$ cat src/design/rv_core_cfg.svh
// Core and memory configuration shared by the design files
// RV_MEM_RD_LAT must be at least 1; registers sit in the first 32 words

`ifndef RV_CORE_CFG_SVH
`define RV_CORE_CFG_SVH

// Data path width
`define RV_XLEN 32

// Byte address width
`define RV_AW 16

// Memory depth in words
`define RV_MEM_WORDS 1024

// First instruction sits above x0..x31 at 0x00..0x7C
`define RV_RESET_PC 16'h0080

// Cycles from rd_en rising to the rd_valid pulse
`define RV_MEM_RD_LAT 2

`endif

$ cat src/design/rv_core_pkg.sv
// Types shared by the RV32I subset core, its memory and the testbench
// Instruction fields follow the base RV32I encodings

`default_nettype none

`include "rv_core_cfg.svh"

package rv_core_pkg;

   typedef enum logic [6:0] {
      OP_R_ALU  = 7'b0110011,
      OP_I_ALU  = 7'b0010011,
      OP_LOAD   = 7'b0000011,
      OP_STORE  = 7'b0100011,
      OP_BRANCH = 7'b1100011,
      OP_JAL    = 7'b1101111,
      OP_JALR   = 7'b1100111,
      OP_LUI    = 7'b0110111,
      OP_SYSTEM = 7'b1110011   // Only ebreak
   } opcode_e;

   // {funct7[5], funct3}
   typedef enum logic [3:0] {
      ALU_ADD = 4'h0,
      ALU_SLL = 4'h1,
      ALU_SLT = 4'h2,
      ALU_XOR = 4'h4,
      ALU_SRL = 4'h5,
      ALU_OR  = 4'h6,
      ALU_AND = 4'h7,
      ALU_SUB = 4'h8
   } alu_fn_e;

   typedef struct packed {
      logic [6:0] funct7;
      logic [4:0] rs2;
      logic [4:0] rs1;
      logic [2:0] funct3;
      logic [4:0] rd;
      logic [6:0] opcode;
   } r_fmt_s;

   typedef struct packed {
      logic [11:0] imm;
      logic [4:0]  rs1;
      logic [2:0]  funct3;
      logic [4:0]  rd;
      logic [6:0]  opcode;
   } i_fmt_s;

   typedef struct packed {
      logic [6:0] imm_hi;
      logic [4:0] rs2;
      logic [4:0] rs1;
      logic [2:0] funct3;
      logic [4:0] imm_lo;
      logic [6:0] opcode;
   } s_fmt_s;

   typedef struct packed {
      logic       imm_12;
      logic [5:0] imm_10_5;
      logic [4:0] rs2;
      logic [4:0] rs1;
      logic [2:0] funct3;
      logic [3:0] imm_4_1;
      logic       imm_11;
      logic [6:0] opcode;
   } b_fmt_s;

   typedef struct packed {
      logic [19:0] imm;
      logic [4:0]  rd;
      logic [6:0]  opcode;
   } u_fmt_s;

   typedef struct packed {
      logic       imm_20;
      logic [9:0] imm_10_1;
      logic       imm_11;
      logic [7:0] imm_19_12;
      logic [4:0] rd;
      logic [6:0] opcode;
   } j_fmt_s;

   typedef union packed {
      r_fmt_s r_fmt;
      i_fmt_s i_fmt;
      s_fmt_s s_fmt;
      b_fmt_s b_fmt;
      u_fmt_s u_fmt;
      j_fmt_s j_fmt;
   } inst_u;

   typedef struct packed {
      opcode_e              opcode;
      logic [4:0]           rd;
      logic [4:0]           rs1;
      logic [4:0]           rs2;
      logic [2:0]           funct3;
      alu_fn_e              alu_fn;
      logic [`RV_XLEN-1:0]  imm;
      logic                 need_rs1;
      logic                 need_rs2;
      logic                 use_rs2;   // ALU b from rs2, else imm
      logic                 illegal;
   } dec_s;

   typedef struct packed {
      logic                 rd_en;
      logic                 wr_en;
      logic [`RV_AW-1:0]    addr;    // Byte address
      logic [`RV_XLEN-1:0]  wdata;
   } mem_req_s;

   typedef struct packed {
      logic                 valid;
      logic                 write;
      logic [`RV_AW-1:0]    addr;
      logic [`RV_XLEN-1:0]  data;
   } host_req_s;

endpackage

`default_nettype wire

$ cat src/design/rv_decoder.sv
// Splits one instruction word into fields, operand needs and immediate
// Only the opcodes of the supported RV32I subset are legal

`timescale 1ns/10ps
`default_nettype none

`include "rv_core_cfg.svh"

module rv_decoder (
   input  wire rv_core_pkg::inst_u i_inst,
   output rv_core_pkg::dec_s       o_dec
);

   always_comb begin
      o_dec          = '0;
      o_dec.opcode   = rv_core_pkg::opcode_e'(i_inst.r_fmt.opcode);
      o_dec.rd       = i_inst.r_fmt.rd;
      o_dec.rs1      = i_inst.r_fmt.rs1;
      o_dec.rs2      = i_inst.r_fmt.rs2;
      o_dec.funct3   = i_inst.r_fmt.funct3;
      o_dec.alu_fn   = rv_core_pkg::ALU_ADD;   // Loads, stores, jalr

      case (i_inst.r_fmt.opcode)
         rv_core_pkg::OP_R_ALU: begin
            o_dec.alu_fn   = rv_core_pkg::alu_fn_e'({i_inst.r_fmt.funct7[5],
                                                     i_inst.r_fmt.funct3});
            o_dec.need_rs1 = 1'b1;
            o_dec.need_rs2 = 1'b1;
            o_dec.use_rs2  = 1'b1;
         end
         rv_core_pkg::OP_I_ALU: begin
            // imm[10] is not a funct7 bit here
            o_dec.alu_fn   = rv_core_pkg::alu_fn_e'({1'b0, i_inst.i_fmt.funct3});
            o_dec.imm      = {{20{i_inst.i_fmt.imm[11]}}, i_inst.i_fmt.imm};
            o_dec.need_rs1 = 1'b1;
         end
         rv_core_pkg::OP_LOAD,
         rv_core_pkg::OP_JALR: begin
            o_dec.imm      = {{20{i_inst.i_fmt.imm[11]}}, i_inst.i_fmt.imm};
            o_dec.need_rs1 = 1'b1;
         end
         rv_core_pkg::OP_STORE: begin
            o_dec.imm      = {{20{i_inst.s_fmt.imm_hi[6]}}, i_inst.s_fmt.imm_hi,
                              i_inst.s_fmt.imm_lo};
            o_dec.need_rs1 = 1'b1;
            o_dec.need_rs2 = 1'b1;   // rs2 carries the store data
         end
         rv_core_pkg::OP_BRANCH: begin
            o_dec.imm      = {{19{i_inst.b_fmt.imm_12}}, i_inst.b_fmt.imm_12,
                              i_inst.b_fmt.imm_11, i_inst.b_fmt.imm_10_5,
                              i_inst.b_fmt.imm_4_1, 1'b0};
            o_dec.need_rs1 = 1'b1;
            o_dec.need_rs2 = 1'b1;
            o_dec.use_rs2  = 1'b1;
            case (i_inst.b_fmt.funct3)
               3'h0,
               3'h1:    o_dec.alu_fn = rv_core_pkg::ALU_SUB;   // beq, bne
               3'h4:    o_dec.alu_fn = rv_core_pkg::ALU_SLT;   // blt
               default: o_dec.illegal = 1'b1;
            endcase
         end
         rv_core_pkg::OP_JAL: begin
            o_dec.imm = {{11{i_inst.j_fmt.imm_20}}, i_inst.j_fmt.imm_20,
                         i_inst.j_fmt.imm_19_12, i_inst.j_fmt.imm_11,
                         i_inst.j_fmt.imm_10_1, 1'b0};
         end
         rv_core_pkg::OP_LUI: begin
            o_dec.imm = {i_inst.u_fmt.imm, 12'b0};
         end
         rv_core_pkg::OP_SYSTEM: begin
            // Anything but ebreak faults
            o_dec.illegal = (i_inst.i_fmt.imm != 12'h001) ||
                            (i_inst.i_fmt.funct3 != 3'h0);
         end
         default: o_dec.illegal = 1'b1;
      endcase
   end

endmodule

`default_nettype wire

$ cat config.mk
export PLATFORM = sky130hd
export DESIGN_NAME = rv_decoder
export DESIGN_NICKNAME = d
export VERILOG_FILES = /design/src/design/rv_core_pkg.sv /design/src/design/rv_decoder.sv
export VERILOG_INCLUDE_DIRS = /design/src /design/src/design
export SDC_FILE = /design/constraint.sdc
export NUM_CORES = 1
export LEC_CHECK = 0
export BUFFER_PORTS_ARGS = -buffer_cell sky130_fd_sc_hd__buf_2
export CORE_ASPECT_RATIO = 0.6
export CORE_MARGIN = 2
export CORE_UTILIZATION = 35
export DETAILED_ROUTE_END_ITERATION = 8
export GPL_ROUTABILITY_DRIVEN = 0
export PLACE_DENSITY = 0.93
export SYNTH_ARGS = -nofsm -noshare
export SYNTH_HDL_FRONTEND = slang
export SYNTH_SLANG_ARGS = --single-unit
$ cat constraint.sdc
create_clock -name vclk -period 2.7
set_input_delay 0.27 -clock vclk [all_inputs]
set_output_delay 0.27 -clock vclk [all_outputs]
set_load 0.02 [all_outputs]
==> run summary <==
Most common cell on crit path: buf_2
Yosys Warn Count: 0
WS Path Type: input pin to output pin
Vias/cell: 5.10
Die span in y: 43.1 um
Total wire length: 2880 um
Setup TNS: 0 ps
Crit path largest cell delay: 420 ps
Seq cells: 0
Internal power: 0.0605 mW
Residual DRC: 0
Type of the tightest min-delay check: input pin to output pin
Diode count: 0
Core Box Area: 2450 um^2
Post CTS Setup Buffer Count: 0
Cell variety after synth: 33
Share of layout cells above drive strength 1: 0.576
Leakage power: 0.795 nW
Row count: 14
Net Sw Frac: 0.627
PwrDens: 134 nW/um^2
Hpwl dp: 2400 um
Post-Syn Nets: 162
First-pass GRT wire length: 4560 um
Final setup fails: 0
Max Slew Vio Count: 0
Slew margin rel.: 0.660
Placed Area: 1210 um^2
CP delay by family, top: simple AND/OR/NAND/NOR gates
Critical path, cell by cell: buf_2 > or3_1 > or3_4 > a21boi_2 > a21o_2 > buf_2
Aggregate global routing overflow: 0
Gr usage total: 0.184
Switching pwr: 0.102 mW
Largest net degree at the start of global routing: 16
Initial core utilization: 0.363
CTS Hold Buffers Added: 0
Port bufs: 97
Syn Inst Count: 130
CLK BUF: 0
DRT iter0 DRCs: 33
Fillers: 251
Core Util, Final: 0.492
Status: finished, final reports clean
Syn Std Cell Area: 890 um^2
CP arrival: 1920 ps
Maximum Capacitance Violations: 0
Gates resized, CTS repair: 0
Logic pwr share: 1.000
Worst Path Buf+Inv: 2
RSZ-0062 raised after global routing: false
Final worst-path cycle share: 0.810
Clock power frac: 0
Post-synthesis area per instance: 6.84 um^2
Total number of vias: 1,173
Sequential power share: 0
Peak supply drop: 0.0772 mV
Register Area: 0 um^2
Die Wd: 69.1 um
Slowest-stage cell, CP: a21boi_2
CP required: 2430 ps
Vias in the first global route: 960
Post-synthesis sequential area ratio: 0
Crit path capture type: output pin
Final instance area: 1210 um^2
Worst-Margin Slew: 503 ps
Fin crit period: 2190 ps
Area growth, synth to finish: 35.7%
Antenna Nets Post-Route: 0
# IOs: 97
Design Power: 0.162 mW
DRT Pass-1 Iters: 4
Type of origin of the critical path: input pin
Avg WL per Cell: 12.5 um
Antenna violations before repair: 0
Layout Nets: 232
Die area: 2970 um^2
Worst-case hold slack: 777 ps
Max Clk Rate: 457 MHz
Final Hold Fails: 0
Crit-path max FO: 15
cell families after synthesis:
family | synth area share
buffers and inverters | 0.266
AND/OR/NAND/NOR | 0.376
AO/OA/AOI/OAI | 0.336
multiplexers | 0.0225
per-stage QoR:
step / instances / setup WS, ps
3_5_place_dp: 230 / 514
6_report: 230 / 514
5_1_grt: 230 / 421
4_1_cts: 230 / 513
3_3_place_gp: 230 / 521
2_1_floorplan: 130 / 840
final cells by class:
type                       count  area (um^2)  share of cell area
multi-input combinational     98          659               0.546
timing repair buffer         100          508               0.421
tap                           32         40.0              0.0332
power groups by stage:
stage	clock network [mW]	logic, mW	registers [mW]
floorplan	0	0.119	0
global placement	0	0.160	0
detailed placement	0	0.162	0
CTS	0	0.163	0
global route	0	0.175	0
finish	0	0.162	0
synthesized netlist by cell type:
| master | number | area (um^2) |
|---|---|---|
| nand4bb_1 | 1 | 11.3 |
| nand3_1 | 5 | 25.0 |
| nor2_1 | 4 | 15.0 |
| buf_2 | 3 | 15.0 |
| nand2b_1 | 5 | 31.3 |
| a21o_2 | 11 | 96.3 |
| or4b_1 | 2 | 20.0 |
| a2bb2oi_1 | 1 | 8.76 |
| nand4_1 | 1 | 6.26 |
| nand2_1 | 8 | 30.0 |
| and2_1 | 2 | 12.5 |
| or2b_1 | 1 | 7.51 |
| and2b_1 | 2 | 15.0 |
| nor3b_1 | 1 | 7.51 |
| a32o_1 | 1 | 10.0 |
| a22o_1 | 4 | 35.0 |
| a21oi_1 | 7 | 35.0 |
| a211o_1 | 1 | 8.76 |
| a311oi_1 | 1 | 8.76 |
| nor4bb_1 | 1 | 10.0 |
| o21ai_0 | 5 | 25.0 |
| nor3_1 | 5 | 25.0 |
| clkbuf_1 | 1 | 3.75 |
| buf_6 | 2 | 22.5 |
| nor2b_1 | 8 | 50.1 |
| mux2i_1 | 2 | 20.0 |
| a21boi_2 | 1 | 11.3 |
| or3_1 | 3 | 18.8 |
| a21o_1 | 8 | 60.1 |
| or3_4 | 1 | 11.3 |
| nor4_1 | 4 | 25.0 |
| buf_4 | 26 | 195 |
| and3_1 | 2 | 12.5 |
path summary, 6_finish.rpt:
path,from,end,slack [ps],cells past startpoint
setup / recovery,i_inst[6],o_dec[25],510,6
hold / removal,i_inst[10],o_dec[56],780,2
per-layer routing:
metal,part of all wire,track usage,routed length (um)
met2,0.45,0.329,1300
met5,0,0,0
met4,0,0,0
met1,0.45,0.260,1290
met3,0.098,0.0119,282
cell usage in the layout (no fill, tap or decap):
cell	instances
nor2_1	4
nand4bb_1	1
nor3b_1	1
nand4_1	1
and2_1	2
a2bb2oi_1	1
or3_4	1
or4b_1	2
buf_4	3
a21o_2	11
a21oi_1	7
mux2i_1	2
a21boi_2	1
nor4_1	3
or3_1	3
a311oi_1	1
and3_1	2
nand2_1	8
or2b_1	1
and2b_1	2
a32o_1	1
buf_2	97
a211o_1	1
o21ai_0	5
nor4bb_1	1
nand2b_1	5
nor2b_1	8
nor4_2	1
nand3_1	5
nor3_1	5
a22o_1	4
a21o_1	8
No activity file was read; power rests on OpenSTA's default activity.
