--- config.mk ---
export PLATFORM = sky130hd
export DESIGN_NAME = rv_sequencer
export DESIGN_NICKNAME = d
export VERILOG_FILES = /design/src/design/rv_core_pkg.sv /design/src/design/rv_sequencer.sv
export VERILOG_INCLUDE_DIRS = /design/src /design/src/design
export SDC_FILE = /design/constraint.sdc
export NUM_CORES = 1
export LEC_CHECK = 0
export BUFFER_PORTS_ARGS = -buffer_cell sky130_fd_sc_hd__buf_2
export CAP_MARGIN = 10
export CORE_MARGIN = 2
export CORE_UTILIZATION = 53
export CTS_CLUSTER_SIZE = 25
export DETAILED_ROUTE_END_ITERATION = 6
export PLACE_DENSITY = 0.92
export SLEW_MARGIN = 40
export SYNTH_ARGS = -nofsm -noshare
export SYNTH_HDL_FRONTEND = slang
export SYNTH_SLANG_ARGS = --single-unit
--- constraint.sdc ---
create_clock -name clk -period 4.6 [get_ports clk]
set_clock_uncertainty 0.2 [all_clocks]
set_input_delay 0.46 -clock clk [delete_from_list [all_inputs] [get_ports clk]]
set_output_delay 0.46 -clock clk [all_outputs]
set_load 0.01 [all_outputs]
--- src/design/rv_core_cfg.svh ---
// Core and memory configuration shared by the design files
// RV_MEM_RD_LAT must be at least 1; registers sit in the first 32 words

`ifndef RV_CORE_CFG_SVH
`define RV_CORE_CFG_SVH

// Data path width
`define RV_XLEN 32

// Byte address width
`define RV_AW 16

// Memory depth in words
`define RV_MEM_WORDS 1024

// First instruction sits above x0..x31 at 0x00..0x7C
`define RV_RESET_PC 16'h0080

// Cycles from rd_en rising to the rd_valid pulse
`define RV_MEM_RD_LAT 2

`endif

--- src/design/rv_core_pkg.sv ---
// Types shared by the RV32I subset core, its memory and the testbench
// Instruction fields follow the base RV32I encodings

`default_nettype none

`include "rv_core_cfg.svh"

package rv_core_pkg;

   typedef enum logic [6:0] {
      OP_R_ALU  = 7'b0110011,
      OP_I_ALU  = 7'b0010011,
      OP_LOAD   = 7'b0000011,
      OP_STORE  = 7'b0100011,
      OP_BRANCH = 7'b1100011,
      OP_JAL    = 7'b1101111,
      OP_JALR   = 7'b1100111,
      OP_LUI    = 7'b0110111,
      OP_SYSTEM = 7'b1110011   // Only ebreak
   } opcode_e;

   // {funct7[5], funct3}
   typedef enum logic [3:0] {
      ALU_ADD = 4'h0,
      ALU_SLL = 4'h1,
      ALU_SLT = 4'h2,
      ALU_XOR = 4'h4,
      ALU_SRL = 4'h5,
      ALU_OR  = 4'h6,
      ALU_AND = 4'h7,
      ALU_SUB = 4'h8
   } alu_fn_e;

   typedef struct packed {
      logic [6:0] funct7;
      logic [4:0] rs2;
      logic [4:0] rs1;
      logic [2:0] funct3;
      logic [4:0] rd;
      logic [6:0] opcode;
   } r_fmt_s;

   typedef struct packed {
      logic [11:0] imm;
      logic [4:0]  rs1;
      logic [2:0]  funct3;
      logic [4:0]  rd;
      logic [6:0]  opcode;
   } i_fmt_s;

   typedef struct packed {
      logic [6:0] imm_hi;
      logic [4:0] rs2;
      logic [4:0] rs1;
      logic [2:0] funct3;
      logic [4:0] imm_lo;
      logic [6:0] opcode;
   } s_fmt_s;

   typedef struct packed {
      logic       imm_12;
      logic [5:0] imm_10_5;
      logic [4:0] rs2;
      logic [4:0] rs1;
      logic [2:0] funct3;
      logic [3:0] imm_4_1;
      logic       imm_11;
      logic [6:0] opcode;
   } b_fmt_s;

   typedef struct packed {
      logic [19:0] imm;
      logic [4:0]  rd;
      logic [6:0]  opcode;
   } u_fmt_s;

   typedef struct packed {
      logic       imm_20;
      logic [9:0] imm_10_1;
      logic       imm_11;
      logic [7:0] imm_19_12;
      logic [4:0] rd;
      logic [6:0] opcode;
   } j_fmt_s;

   typedef union packed {
      r_fmt_s r_fmt;
      i_fmt_s i_fmt;
      s_fmt_s s_fmt;
      b_fmt_s b_fmt;
      u_fmt_s u_fmt;
      j_fmt_s j_fmt;
   } inst_u;

   typedef struct packed {
      opcode_e              opcode;
      logic [4:0]           rd;
      logic [4:0]           rs1;
      logic [4:0]           rs2;
      logic [2:0]           funct3;
      alu_fn_e              alu_fn;
      logic [`RV_XLEN-1:0]  imm;
      logic                 need_rs1;
      logic                 need_rs2;
      logic                 use_rs2;   // ALU b from rs2, else imm
      logic                 illegal;
   } dec_s;

   typedef struct packed {
      logic                 rd_en;
      logic                 wr_en;
      logic [`RV_AW-1:0]    addr;    // Byte address
      logic [`RV_XLEN-1:0]  wdata;
   } mem_req_s;

   typedef struct packed {
      logic                 valid;
      logic                 write;
      logic [`RV_AW-1:0]    addr;
      logic [`RV_XLEN-1:0]  data;
   } host_req_s;

endpackage

`default_nettype wire

--- src/design/rv_sequencer.sv ---
// Multicycle control with registers kept in memory; one instruction at a time
// Starts on i_run from RV_RESET_PC and stays halted or faulted until reset

`timescale 1ns/10ps
`default_nettype none

`include "rv_core_cfg.svh"

module rv_sequencer (
   input  wire                        clk,
   input  wire                        i_arst_n,
   input  wire                        i_run,
   output rv_core_pkg::mem_req_s      o_mem,
   input  wire [`RV_XLEN-1:0]         i_rd_data,
   input  wire                        i_rd_valid,
   output rv_core_pkg::inst_u         o_inst,
   input  wire rv_core_pkg::dec_s     i_dec,
   output logic [`RV_XLEN-1:0]        o_alu_a,
   output logic [`RV_XLEN-1:0]        o_alu_b,
   output rv_core_pkg::alu_fn_e       o_alu_fn,
   input  wire [`RV_XLEN-1:0]         i_alu_out,
   input  wire                        i_alu_zero,
   output logic                       o_idle,
   output logic                       o_halted,
   output logic                       o_fault
);

   typedef enum logic [3:0] {
      S_IDLE, S_FETCH, S_LD_INST, S_EXEC, S_LD_RS1, S_LD_RS2,
      S_LD_RD, S_STORE, S_HALT, S_FAULT
   } state_e;

   state_e                 state;
   logic [`RV_AW-1:0]      pc;      // Address of the current instruction
   rv_core_pkg::inst_u     inst_q;
   logic [`RV_XLEN-1:0]    rs1_q;
   logic [`RV_XLEN-1:0]    rs2_q;
   logic                   rs1_vld;
   logic                   rs2_vld;
   logic                   taken;
   logic                   wb_on;
   logic [`RV_AW-1:0]      next_pc;
   logic [`RV_AW-1:0]      link;
   logic [`RV_XLEN-1:0]    wb_val;

   function automatic logic [`RV_AW-1:0] reg_addr(input logic [4:0] r);
      reg_addr = {{(`RV_AW-7){1'b0}}, r, 2'b00};
   endfunction

   assign o_inst   = inst_q;
   assign o_alu_a  = rs1_q;
   assign o_alu_b  = i_dec.use_rs2 ? rs2_q : i_dec.imm;
   assign o_alu_fn = i_dec.alu_fn;

   assign o_idle   = (state == S_IDLE) || (state == S_HALT) || (state == S_FAULT);
   assign o_halted = (state == S_HALT);
   assign o_fault  = (state == S_FAULT);

   assign link  = pc + `RV_AW'd4;
   assign wb_on = (i_dec.rd != 5'd0);   // x0 writes dropped

   always_comb begin
      case (i_dec.funct3)
         3'h0:    taken = i_alu_zero;
         3'h1:    taken = !i_alu_zero;
         3'h4:    taken = i_alu_out[0];
         default: taken = 1'b0;
      endcase
   end

   always_comb begin
      next_pc = link;
      wb_val  = i_alu_out;
      case (i_dec.opcode)
         rv_core_pkg::OP_BRANCH: if (taken) next_pc = pc + i_dec.imm[`RV_AW-1:0];
         rv_core_pkg::OP_JAL: begin
            next_pc = pc + i_dec.imm[`RV_AW-1:0];
            wb_val  = {{(`RV_XLEN-`RV_AW){1'b0}}, link};
         end
         rv_core_pkg::OP_JALR: begin
            next_pc = {i_alu_out[`RV_AW-1:1], 1'b0};
            wb_val  = {{(`RV_XLEN-`RV_AW){1'b0}}, link};
         end
         rv_core_pkg::OP_LUI: wb_val = i_dec.imm;
         default: ;
      endcase
   end

   always_ff @(posedge clk or negedge i_arst_n) begin
      if (!i_arst_n) begin
         state   <= S_IDLE;
         pc      <= `RV_RESET_PC;
         o_mem   <= '0;
         rs1_vld <= 1'b0;
         rs2_vld <= 1'b0;
      end else begin
         case (state)
            S_IDLE: if (i_run) state <= S_FETCH;

            S_FETCH: begin
               rs1_vld     <= 1'b0;
               rs2_vld     <= 1'b0;
               o_mem.addr  <= pc;
               o_mem.rd_en <= 1'b1;
               state       <= S_LD_INST;
            end

            S_LD_INST: if (i_rd_valid) begin
               o_mem.rd_en <= 1'b0;
               inst_q      <= i_rd_data;
               state       <= S_EXEC;
            end

            S_EXEC: begin
               if (i_dec.illegal) begin
                  state <= S_FAULT;
               end else if (i_dec.need_rs1 && !rs1_vld) begin
                  if (i_dec.rs1 == 5'd0) begin
                     rs1_q   <= '0;   // x0 needs no memory read
                     rs1_vld <= 1'b1;
                  end else begin
                     o_mem.addr  <= reg_addr(i_dec.rs1);
                     o_mem.rd_en <= 1'b1;
                     state       <= S_LD_RS1;
                  end
               end else if (i_dec.need_rs2 && !rs2_vld) begin
                  if (i_dec.rs2 == 5'd0) begin
                     rs2_q   <= '0;
                     rs2_vld <= 1'b1;
                  end else begin
                     o_mem.addr  <= reg_addr(i_dec.rs2);
                     o_mem.rd_en <= 1'b1;
                     state       <= S_LD_RS2;
                  end
               end else begin
                  case (i_dec.opcode)
                     rv_core_pkg::OP_R_ALU, rv_core_pkg::OP_I_ALU, rv_core_pkg::OP_LUI,
                     rv_core_pkg::OP_JAL, rv_core_pkg::OP_JALR: begin
                        pc          <= next_pc;
                        o_mem.addr  <= reg_addr(i_dec.rd);
                        o_mem.wdata <= wb_val;
                        o_mem.wr_en <= wb_on;
                        state       <= wb_on ? S_STORE : S_FETCH;
                     end
                     rv_core_pkg::OP_LOAD: begin
                        pc          <= next_pc;
                        o_mem.addr  <= i_alu_out[`RV_AW-1:0];
                        o_mem.rd_en <= 1'b1;
                        state       <= S_LD_RD;
                     end
                     rv_core_pkg::OP_STORE: begin
                        pc          <= next_pc;
                        o_mem.addr  <= i_alu_out[`RV_AW-1:0];
                        o_mem.wdata <= rs2_q;
                        o_mem.wr_en <= 1'b1;
                        state       <= S_STORE;
                     end
                     rv_core_pkg::OP_BRANCH: begin
                        pc    <= next_pc;
                        state <= S_FETCH;
                     end
                     rv_core_pkg::OP_SYSTEM: state <= S_HALT;   // ebreak
                     default:                state <= S_FAULT;
                  endcase
               end
            end

            S_LD_RS1: if (i_rd_valid) begin
               o_mem.rd_en <= 1'b0;
               rs1_q       <= i_rd_data;
               rs1_vld     <= 1'b1;
               state       <= S_EXEC;
            end

            S_LD_RS2: if (i_rd_valid) begin
               o_mem.rd_en <= 1'b0;
               rs2_q       <= i_rd_data;
               rs2_vld     <= 1'b1;
               state       <= S_EXEC;
            end

            S_LD_RD: if (i_rd_valid) begin
               o_mem.rd_en <= 1'b0;
               o_mem.addr  <= reg_addr(i_dec.rd);
               o_mem.wdata <= i_rd_data;
               o_mem.wr_en <= wb_on;
               state       <= wb_on ? S_STORE : S_FETCH;
            end

            S_STORE: begin
               o_mem.wr_en <= 1'b0;
               state       <= S_FETCH;
            end

            S_HALT, S_FAULT: ;

            default: state <= S_FAULT;
         endcase
      end
   end

   // One access at a time on the memory port
   a_rd_wr_excl: assert property (@(posedge clk) disable iff (!i_arst_n)
      !(o_mem.rd_en && o_mem.wr_en));

   a_wr_strobe: assert property (@(posedge clk) disable iff (!i_arst_n)
      o_mem.wr_en |=> !o_mem.wr_en);

endmodule

`default_nettype wire

==> results.ini, run 1 <==
[yosys]
syn_nets = 1099
seq_area_frac_synth_pct = 48.6
ys_ff_latch = 168
synth-main-ff-cell = edfxtp_1
synth_area_leaders = edfxtp_1 30%, dfrtp_1 18%, a21oi_1 4.9%
synth_area_um2 = 9640
ys_warn_count = 0
synth_area_leader_cell = edfxtp_1
synthCells = 948
synth-edff-count = 96
synth_commonest_cells = 113 x nor2_1, 96 x edfxtp_1, 95 x a21oi_1
synth_cell_type_count = 79
yosysMostFrequentCell = nor2_1
netlist.area_leader.share_pct = 29.9
avgSynthCellArea_um2 = 10.2
synth-async-reset-ratio_pct = 42.9

[global_route]
grt_pass1_wl_um = 49600
grt_overflow = 0
antenna_found_initial = 4
grtUsageTotal_pct = 32.9
grt_max_degree = 40
first_global_vias = 8849

[critical_path]
crit_chain = nand4bb_1 -> nor4_4 -> a22o_2 -> buf_4 -> nor2_1 -> a21oi_1
slowest_delay_ns = 0.76
slowest_stage = dfrtp_1
critPathKind = reg2reg
start_kind = flop
worstPathArrival_ns = 3.58
endpoint_kind = flop
crit_fanout = 33
required_ns = 4.76

[clock_tree]
clock-root-buffer = clkbuf_16
hold_buffers = 1
cts_sinks = 168
cts-buffers-inserted = 17
h-tree-depth = 4
postCtsSetupRepairBufs = 0
path_clk_slew_ns = 0.07
cts_tree = done
clockBufferDepth = 2
post_cts_resize_count = 0
clk_latency_ns = 0.43

[detailed_routing]
met1Wirelength_um = 12500
wire_per_inst_um = 22.5
drtIter0Drc = 1207
ant_nets = 0
top_layer = met5
num_vias = 9214
wl_um = 32300
wl_met2_um = 14800
drcViolationCount = 0
vias_per_cell = 6.43
drt_pass1_iterations = 5
dr_wl_met3_um = 3360

[sta]
rsz0062_at_grt = false
slew_violations = 0
finalCritPeriodShare_pct = 74.4
hold_viol = 0
relSlewSlack_pct = 44.0
setup_viol = 0
max_freq_mhz = 292
fin_tns_setup_ns = 0
min_period_ns = 3.42
worst_slew_pin_slew_ns = 0.839

[placement]
hpwl_um = 24200
place_area_um2 = 11100
port_buffers = 278
gp_congestion = 1.02

[floorplan]
rows = 49
die_x_um = 139
io_pins = 287
core_um2 = 17900
dieArea_um2 = 19300
start_util_pct = 53.9
die_h_um = 139

[finish]
area_growth_pct = 21.5
finish.instance_area_um2 = 11700
multi_input_area_um2 = 4590
fin_nets = 1337
drive_gt1_share_pct = 32.5
n_fill_cell = 1457
final-seq-area_um2 = 4690

[flow_run]
maxCapViolations = 0

[outcome]
outcome = completed

[power_and_ir_drop]
power.density_nw_per_um2 = 291
p_leak_nw = 5.50
ir_drop_mv = 0.278

[hold_path]
hold_path.class = in2reg

-- sequential cells by signal, summed over array words and instances (netlist names) --
signal and flops:
o_inst 32, o_alu_a 32, rs2_vld 1, rs1_vld 1
o_mem 50, rs2_q 32, state 4, pc 16
-- critical path, delay by kind of cell (launching register included) --
kind	cells	cell delay (ns)
AO/OA/AOI/OAI	2	0.73
flip-flops	1	0.76
AND/OR/NAND/NOR	3	1.22
buffers and inverters	1	0.43
-- kinds of logic after synthesis --
kind of cell / Yosys count / share of synthesized area, %
buf+inv: 82 / 4.31
fa+ha+maj: 17 / 2.28
flops: 168 / 48.6
simple gates: 332 / 17.8
mux: 43 / 4.93
compound gates: 285 / 20.2
xor+xnor: 21 / 1.91
-- path summary, 6_finish.rpt --
| check | start | end | slack [ns] | cells past startpoint |
|---|---|---|---|---|
| max | state[1] | o_mem[30] | 1.18 | 6 |
| max in group asynchronous | i_arst_n | pc[7] | 2.93 | 3 |
| min reg2reg | o_mem[48] | o_mem[48] | 0.30 | 2 |
| min | i_rd_data[23] | o_inst[23] | 0.04 | 1 |
| max reg2reg | state[1] | o_mem[30] | 1.18 | 6 |
| min in group asynchronous | i_arst_n | o_mem[39] | 0.33 | 2 |
-- per-stage QoR --
| step | worst slack (ns) | total power [mW] | hold WS (ns) | instances | utilization, % |
|---|---|---|---|---|---|
| 4_1_cts | 1.25 | 3.41 | 0.0340 | 1428 | 65.4 |
| 2_1_floorplan | 0.296 | 1.79 | -0.0356 | 948 | - |
| 3_5_place_dp | 1.26 | 1.95 | 0.258 | 1395 | 62.0 |
| 5_1_grt | 0.927 | 3.49 | 0.0422 | 1431 | 65.4 |
| 6_report | 1.18 | 3.41 | 0.0436 | 1432 | 65.5 |
| 3_3_place_gp | 1.41 | 1.95 | 0.260 | 1394 | 61.8 |
-- routing by layer --
metal,vias up,GRT usage (%)
li1,4072,-
met2,628,51.8
met5,-,0
met3,130,7.46
met1,4382,43.7
met4,2,15.3
-- power by group --
group	switching, mW	total [mW]	internal (mW)
clock network	0.654	1.48	0.829
logic	0.201	0.331	0.131
registers	0.00950	1.60	1.59
total	0.865	3.41	2.55
-- cell usage in the layout (no fill, tap or decap), types with 8 or more instances in the layout --
master	instances
buf_2	277
a22o_1	9
a211oi_1	11
nand3_1	14
inv_1	8
o211ai_1	16
mux2_2	36
a21o_1	8
nand2_1	49
and2_1	36
ha_1	16
xor2_1	13
a221oi_1	29
a21oi_1	95
a22oi_1	17
dfrtp_1	71
clkbuf_16	17
edfxtp_1	96
nor3_1	31
and3_1	39
a31oi_1	18
nor2_1	107
buf_4	14
o21ai_0	30
xnor2_1	8
-- area by class of cell --
class | count | share of cell area (%)
clock buffer | 18 | 3.75
multi-input combinational | 698 | 39.1
tap | 229 | 2.45
antenna | 4 | 0.0854
sequential | 168 | 40.0
clock inverter | 14 | 1.40
timing repair buffer | 293 | 12.9
inverter | 8 | 0.256
No activity file was read; power rests on OpenSTA's default activity.
==> run 2, diff against run 1 <==
clock period = 3.5 ns   (was 4.6 ns; I/O delays follow)
==> run 2 against run 1 <==
  * The flow now finishes with violations (design-rule violations)
  * Register-to-register slack got worse by 0.65 ns
  * Utilization rose by 2.5 points
  * Global-route usage grew 1.6 points
  * Die area unchanged
  * Sequential cell count unchanged
  * First-iteration DRC count is 9.5% higher
  * Wire length grew 5.6%
==> results.ini, run 2 (synthesis gave the netlist of run 1 again) <==
[placement]
gp_congestion = 1.02
hpwl_um = 24200
place_area_um2 = 11200
port_buffers = 278

[sta]
rsz0062_at_grt = false
hold_viol = 0
max_freq_mhz = 336
setup_viol = 0
min_period_ns = 2.97
hold-worst-slack_ns = 0.0463
fin_tns_setup_ns = 0
slew_violations = 0
relSlewSlack_pct = 50.9
worst_slew_pin_slew_ns = 0.734
finalCritPeriodShare_pct = 84.9

[clock_tree]
cts_tree = done
h-tree-depth = 4
clockBufferDepth = 2
cts_sinks = 168
postCtsSetupRepairBufs = 0
clock-root-buffer = clkbuf_16
path_clk_slew_ns = 0.07
clk_latency_ns = 0.43
cts-buffers-inserted = 17

[critical_path]
crit_chain = ha_1 -> fa_1 -> a21o_1 -> a221oi_1 -> o21ai_1 -> a31oi_1 -> nor4b_2 -> a211o_1
slowest_stage = a221oi_1
start_kind = flop
worstPathArrival_ns = 3.09
required_ns = 3.62
crit_fanout = 4
slowest_delay_ns = 0.51
endpoint_kind = flop
crit_family = compound AO/OA/AOI/OAI gates
path_buf_inv = 0
critPathKind = reg2reg

[detailed_routing]
drtIter0Drc = 1322
num_vias = 9575
vias_per_cell = 6.50
drcViolationCount = 6
wl_um = 34100
drt_pass1_iterations = 7
wire_per_inst_um = 23.1
ant_nets = 0

[finish]
finish.instance_area_um2 = 12200
regMostFlops = o_mem
fin_util_pct = 67.9
drive_gt1_share_pct = 32.0
layout_common_cells = 276 x buf_2, 109 x nor2_1, 96 x edfxtp_1
fin_nets = 1380
area_growth_pct = 26.1
layout_commonest_cell = buf_2
largest_register_ffs = 50

[power_and_ir_drop]
ir_drop_mv = 0.376
power.density_nw_per_um2 = 382
p_leak_nw = 5.71

[global_route]
antenna_found_initial = 4
grt_overflow = 0
grt_pass1_wl_um = 51700
first_global_vias = 9199
grtUsageTotal_pct = 34.5
grt_max_degree = 43

[floorplan]
dieArea_um2 = 19300
die_h_um = 139
core_um2 = 17900
rows = 49
start_util_pct = 53.9
die_x_um = 139
io_pins = 287

[hold_path]
hold_path.class = in2reg

[outcome]
violations = design-rule violations
outcome = finished, violations left

[flow_run]
maxCapViolations = 0

[run 2: changes by cell type in the layout (fill, tap and decap cells not counted), moves of 2 or more]
cell,change
bufinv_16,+2
buf_4,+12
nor2_1,+2
nor2_2,-2
dlygate4sd3_1,+32
inv_8,+2
[run 2: timing repair]
item,4_1_cts,5_1_grt
hold buffers,33,0
endpoints found under the hold margin,51,0
gates resized for setup,0,0
[run 2: worst register-to-register path, cell delays in order (launching register included)]
cell      delay, ns
dfrtp_1        0.42
ha_1           0.24
fa_1           0.44
a21o_1         0.20
a221oi_1       0.51
o21ai_1        0.21
a31oi_1        0.29
nor4b_2        0.08
a211o_1        0.26
[run 2: final timing paths]
path	cells after the start	startpoint	slack, ns	endpoint
worst max-delay path	8	pc[0]	0.53	pc[14]
worst min-delay path	3	i_dec[56]	0.05	o_mem[37]
worst max register to register	8	pc[0]	0.53	pc[14]
worst min register to register	2	o_mem[48]	0.31	o_mem[48]
max in group asynchronous	3	i_arst_n	2.17	pc[10]
min in group asynchronous	2	i_arst_n	0.17	o_mem[13]
[run 2: layout make-up]
class / instances / area (um2)
antenna: 3 / 7.51
clock buffer: 18 / 429
clock inverter: 14 / 213
fill: 1393 / 5740
inverter: 8 / 30.0
multi-input combinational: 698 / 4580
sequential: 168 / 4690
tap: 229 / 287
timing repair buffer: 336 / 1930
[run 2: layer usage]
metal / up-vias / wire length, um / track usage [%]
li1: 4166 / - / -
met1: 4484 / 12500 / 45.5
met2: 770 / 15600 / 54.0
met3: 153 / 4090 / 7.94
met4: 2 / 1900 / 17.3
met5: - / 10 / 0
[run 2: power by group]
group	leakage [nW]	switching [mW]	total, mW	internal (mW)
clock network	0.313	0.859	2.08	1.22
registers	2.01	0.0114	2.10	2.09
logic	3.38	0.273	0.470	0.197
[run 2: stage by stage]
stage	worst slack, ns	instances	power (mW)
after floorplan	0.387	948	2.35
after global placement	0.602	1406	2.56
after CTS	0.580	1471	4.63
after global routing	0.411	1473	4.76
final	0.528	1474	4.65
after detailed placement	0.522	1406	2.56
==> run 3, diff against run 2 <==
clock period = 2.8 ns   (was 3.5 ns; I/O delays follow)
==> run 3 against run 2 <==
  * The flow now finishes without violations
  * Via count up 1.9%
  * Combinational power up 30%
  * Sequential power up 24%
  * Die area unchanged
  * Sequential share of layout area down 0.80 points
  * First-iteration DRC count down 5.8%
  * Clock power up 22%
  * Critical path depth up 1
  * Final cell count up 2.0%
  * Wire length up 0.88%
  * Critical path type unchanged
  * Critical endpoint unchanged
  * Largest power group unchanged
==> results.ini, run 3 (synthesis gave the netlist of run 1 again) <==
[clock_tree]
cts-buffers-inserted = 17
path_clk_slew_ns = 0.08
cts_tree = done
cts_sinks = 168
h-tree-depth = 4
clockBufferDepth = 2
clk_latency_ns = 0.44
postCtsSetupRepairBufs = 0
clock-root-buffer = clkbuf_16

[critical_path]
regToRegSetupSlack_ns = 0.16
timing.rr.start = pc[0]
required_ns = 2.93
ff2ff_path_depth = 9
worstPathArrival_ns = 2.77
critPathKind = reg2reg
slowest_delay_ns = 0.39
crit_fanout = 3
slowest_stage = dfrtp_1
start_kind = flop
crit_family = compound AO/OA/AOI/OAI gates
crit_chain = ha_1 -> fa_2 -> a21o_1 -> a221oi_1 -> buf_4 -> o21ai_1 -> a31oi_2 -> nor4b_2 -> a211o_1
r2r-end = pc[14]
endpoint_kind = flop
path_buf_inv = 1

[hold_path]
whs_path_depth = 3
hold_path.class = in2reg
worstHoldStart = i_alu_out[8]
min_to = pc[8]

[floorplan]
rows = 49
die_h_um = 139
die_x_um = 139
io_pins = 287
start_util_pct = 53.9
core_um2 = 17900
dieArea_um2 = 19300

[detailed_routing]
ant_nets = 0
wire_per_inst_um = 22.8
drtIter0Drc = 1245
wl_um = 34400
num_vias = 9756
drt_pass1_iterations = 6
vias_per_cell = 6.49
drcViolationCount = 0

[finish]
largest_register_ffs = 50
layout_common_cells = 277 x buf_2, 109 x nor2_1, 96 x edfxtp_1
area_growth_pct = 28.7
layout_commonest_cell = buf_2
drive_gt1_share_pct = 33.6
final_cells = 1504
fin_nets = 1410
regMostFlops = o_mem

[flow_run]
maxCapViolations = 0

[sta]
fin_tns_setup_ns = 0
min_period_ns = 2.64
hold-worst-slack_ns = 0.0165
worst_slew_pin_slew_ns = 0.707
max_freq_mhz = 379
rsz0062_at_grt = false
setup_viol = 0
hold_viol = 0
relSlewSlack_pct = 52.8
slew_violations = 0
finalCritPeriodShare_pct = 94.4

[global_route]
grtUsageTotal_pct = 35.0
antenna_found_initial = 3
first_global_vias = 9390
grt_max_degree = 53
grt_overflow = 0
grt_pass1_wl_um = 52600

[outcome]
outcome = completed

[placement]
dp_cells = 1433
gp_congestion = 0.979
hpwl_um = 24700
port_buffers = 278

[power_and_ir_drop]
ir_drop_mv = 0.483
power.density_nw_per_um2 = 463
p_leak_nw = 5.86

==> run 3: cell count changes in the layout (fill, tap and decap cells not counted), moves of 2 or more <==
cell,before,now
bufinv_16,4,2
buf_12,1,4
buf_4,26,48
inv_6,2,5
clkinv_4,2,0
dlygate4sd3_1,33,36
==> run 3: stage by stage <==
step	setup slack (ns)	instance area, um2	utilization [%]	power, mW
5_1_grt	0.00894	12400	69.3	5.87
6_report	0.158	12400	69.4	5.75
3_3_place_gp	0.0872	11400	63.8	3.20
3_5_place_dp	0.0607	11400	63.8	3.21
4_1_cts	0.0767	12400	69.2	5.71
2_1_floorplan	0.0829	9660	-	2.94
==> run 3: how the worst max path moves through the flow <==
stage                   from          to  slack, ns  depth (start not counted)
global placement    i_dec[4]      pc[14]       0.09                         10
floorplan           state[3]  o_alu_a[0]       0.08                          5
detailed placement  i_dec[4]      pc[14]       0.06                         10
CTS                    pc[0]      pc[14]       0.08                          9
finish                 pc[0]      pc[14]       0.16                          9
global route           pc[1]      pc[15]      0.009                          7
==> run 3: what timing repair did <==
item                                    in CTS  in global routing
gates resized for setup                      0                  3
hold buffers                                36                  0
endpoints found under the setup margin       0                  2
endpoints found under the hold margin      109                  0
==> run 3: where the power goes <==
group / internal (mW) / switching [mW]
sequential: 2.61 / 0.00543
clock: 1.38 / 1.14
combinational: 0.257 / 0.352
total: 4.25 / 1.50
==> run 3: worst reg2reg max path, cell delays in order (launching register included) <==
cell	delay, ns
dfrtp_1	0.39
ha_1	0.23
fa_2	0.37
a21o_1	0.19
a221oi_1	0.27
buf_4	0.17
o21ai_1	0.10
a31oi_2	0.26
nor4b_2	0.08
a211o_1	0.26
==> run 3: routing by layer <==
layer / vias up / share of wire, % / track usage, %
met5: - / 0 / 0
met1: 4598 / 37 / 47.3
met4: 0 / 4.6 / 14.6
li1: 4216 / - / -
met2: 792 / 46 / 54.6
met3: 150 / 12 / 8.39
==> run 3: area by class of cell <==
| type | count | area, um2 |
|---|---|---|
| tap | 229 | 287 |
| fill | 1326 | 5490 |
| clock buffer | 18 | 439 |
| sequential | 168 | 4690 |
| multi-input combinational | 698 | 4590 |
| antenna | 3 | 7.51 |
| inverter | 8 | 30.0 |
| clock inverter | 14 | 178 |
| timing repair buffer | 366 | 2200 |
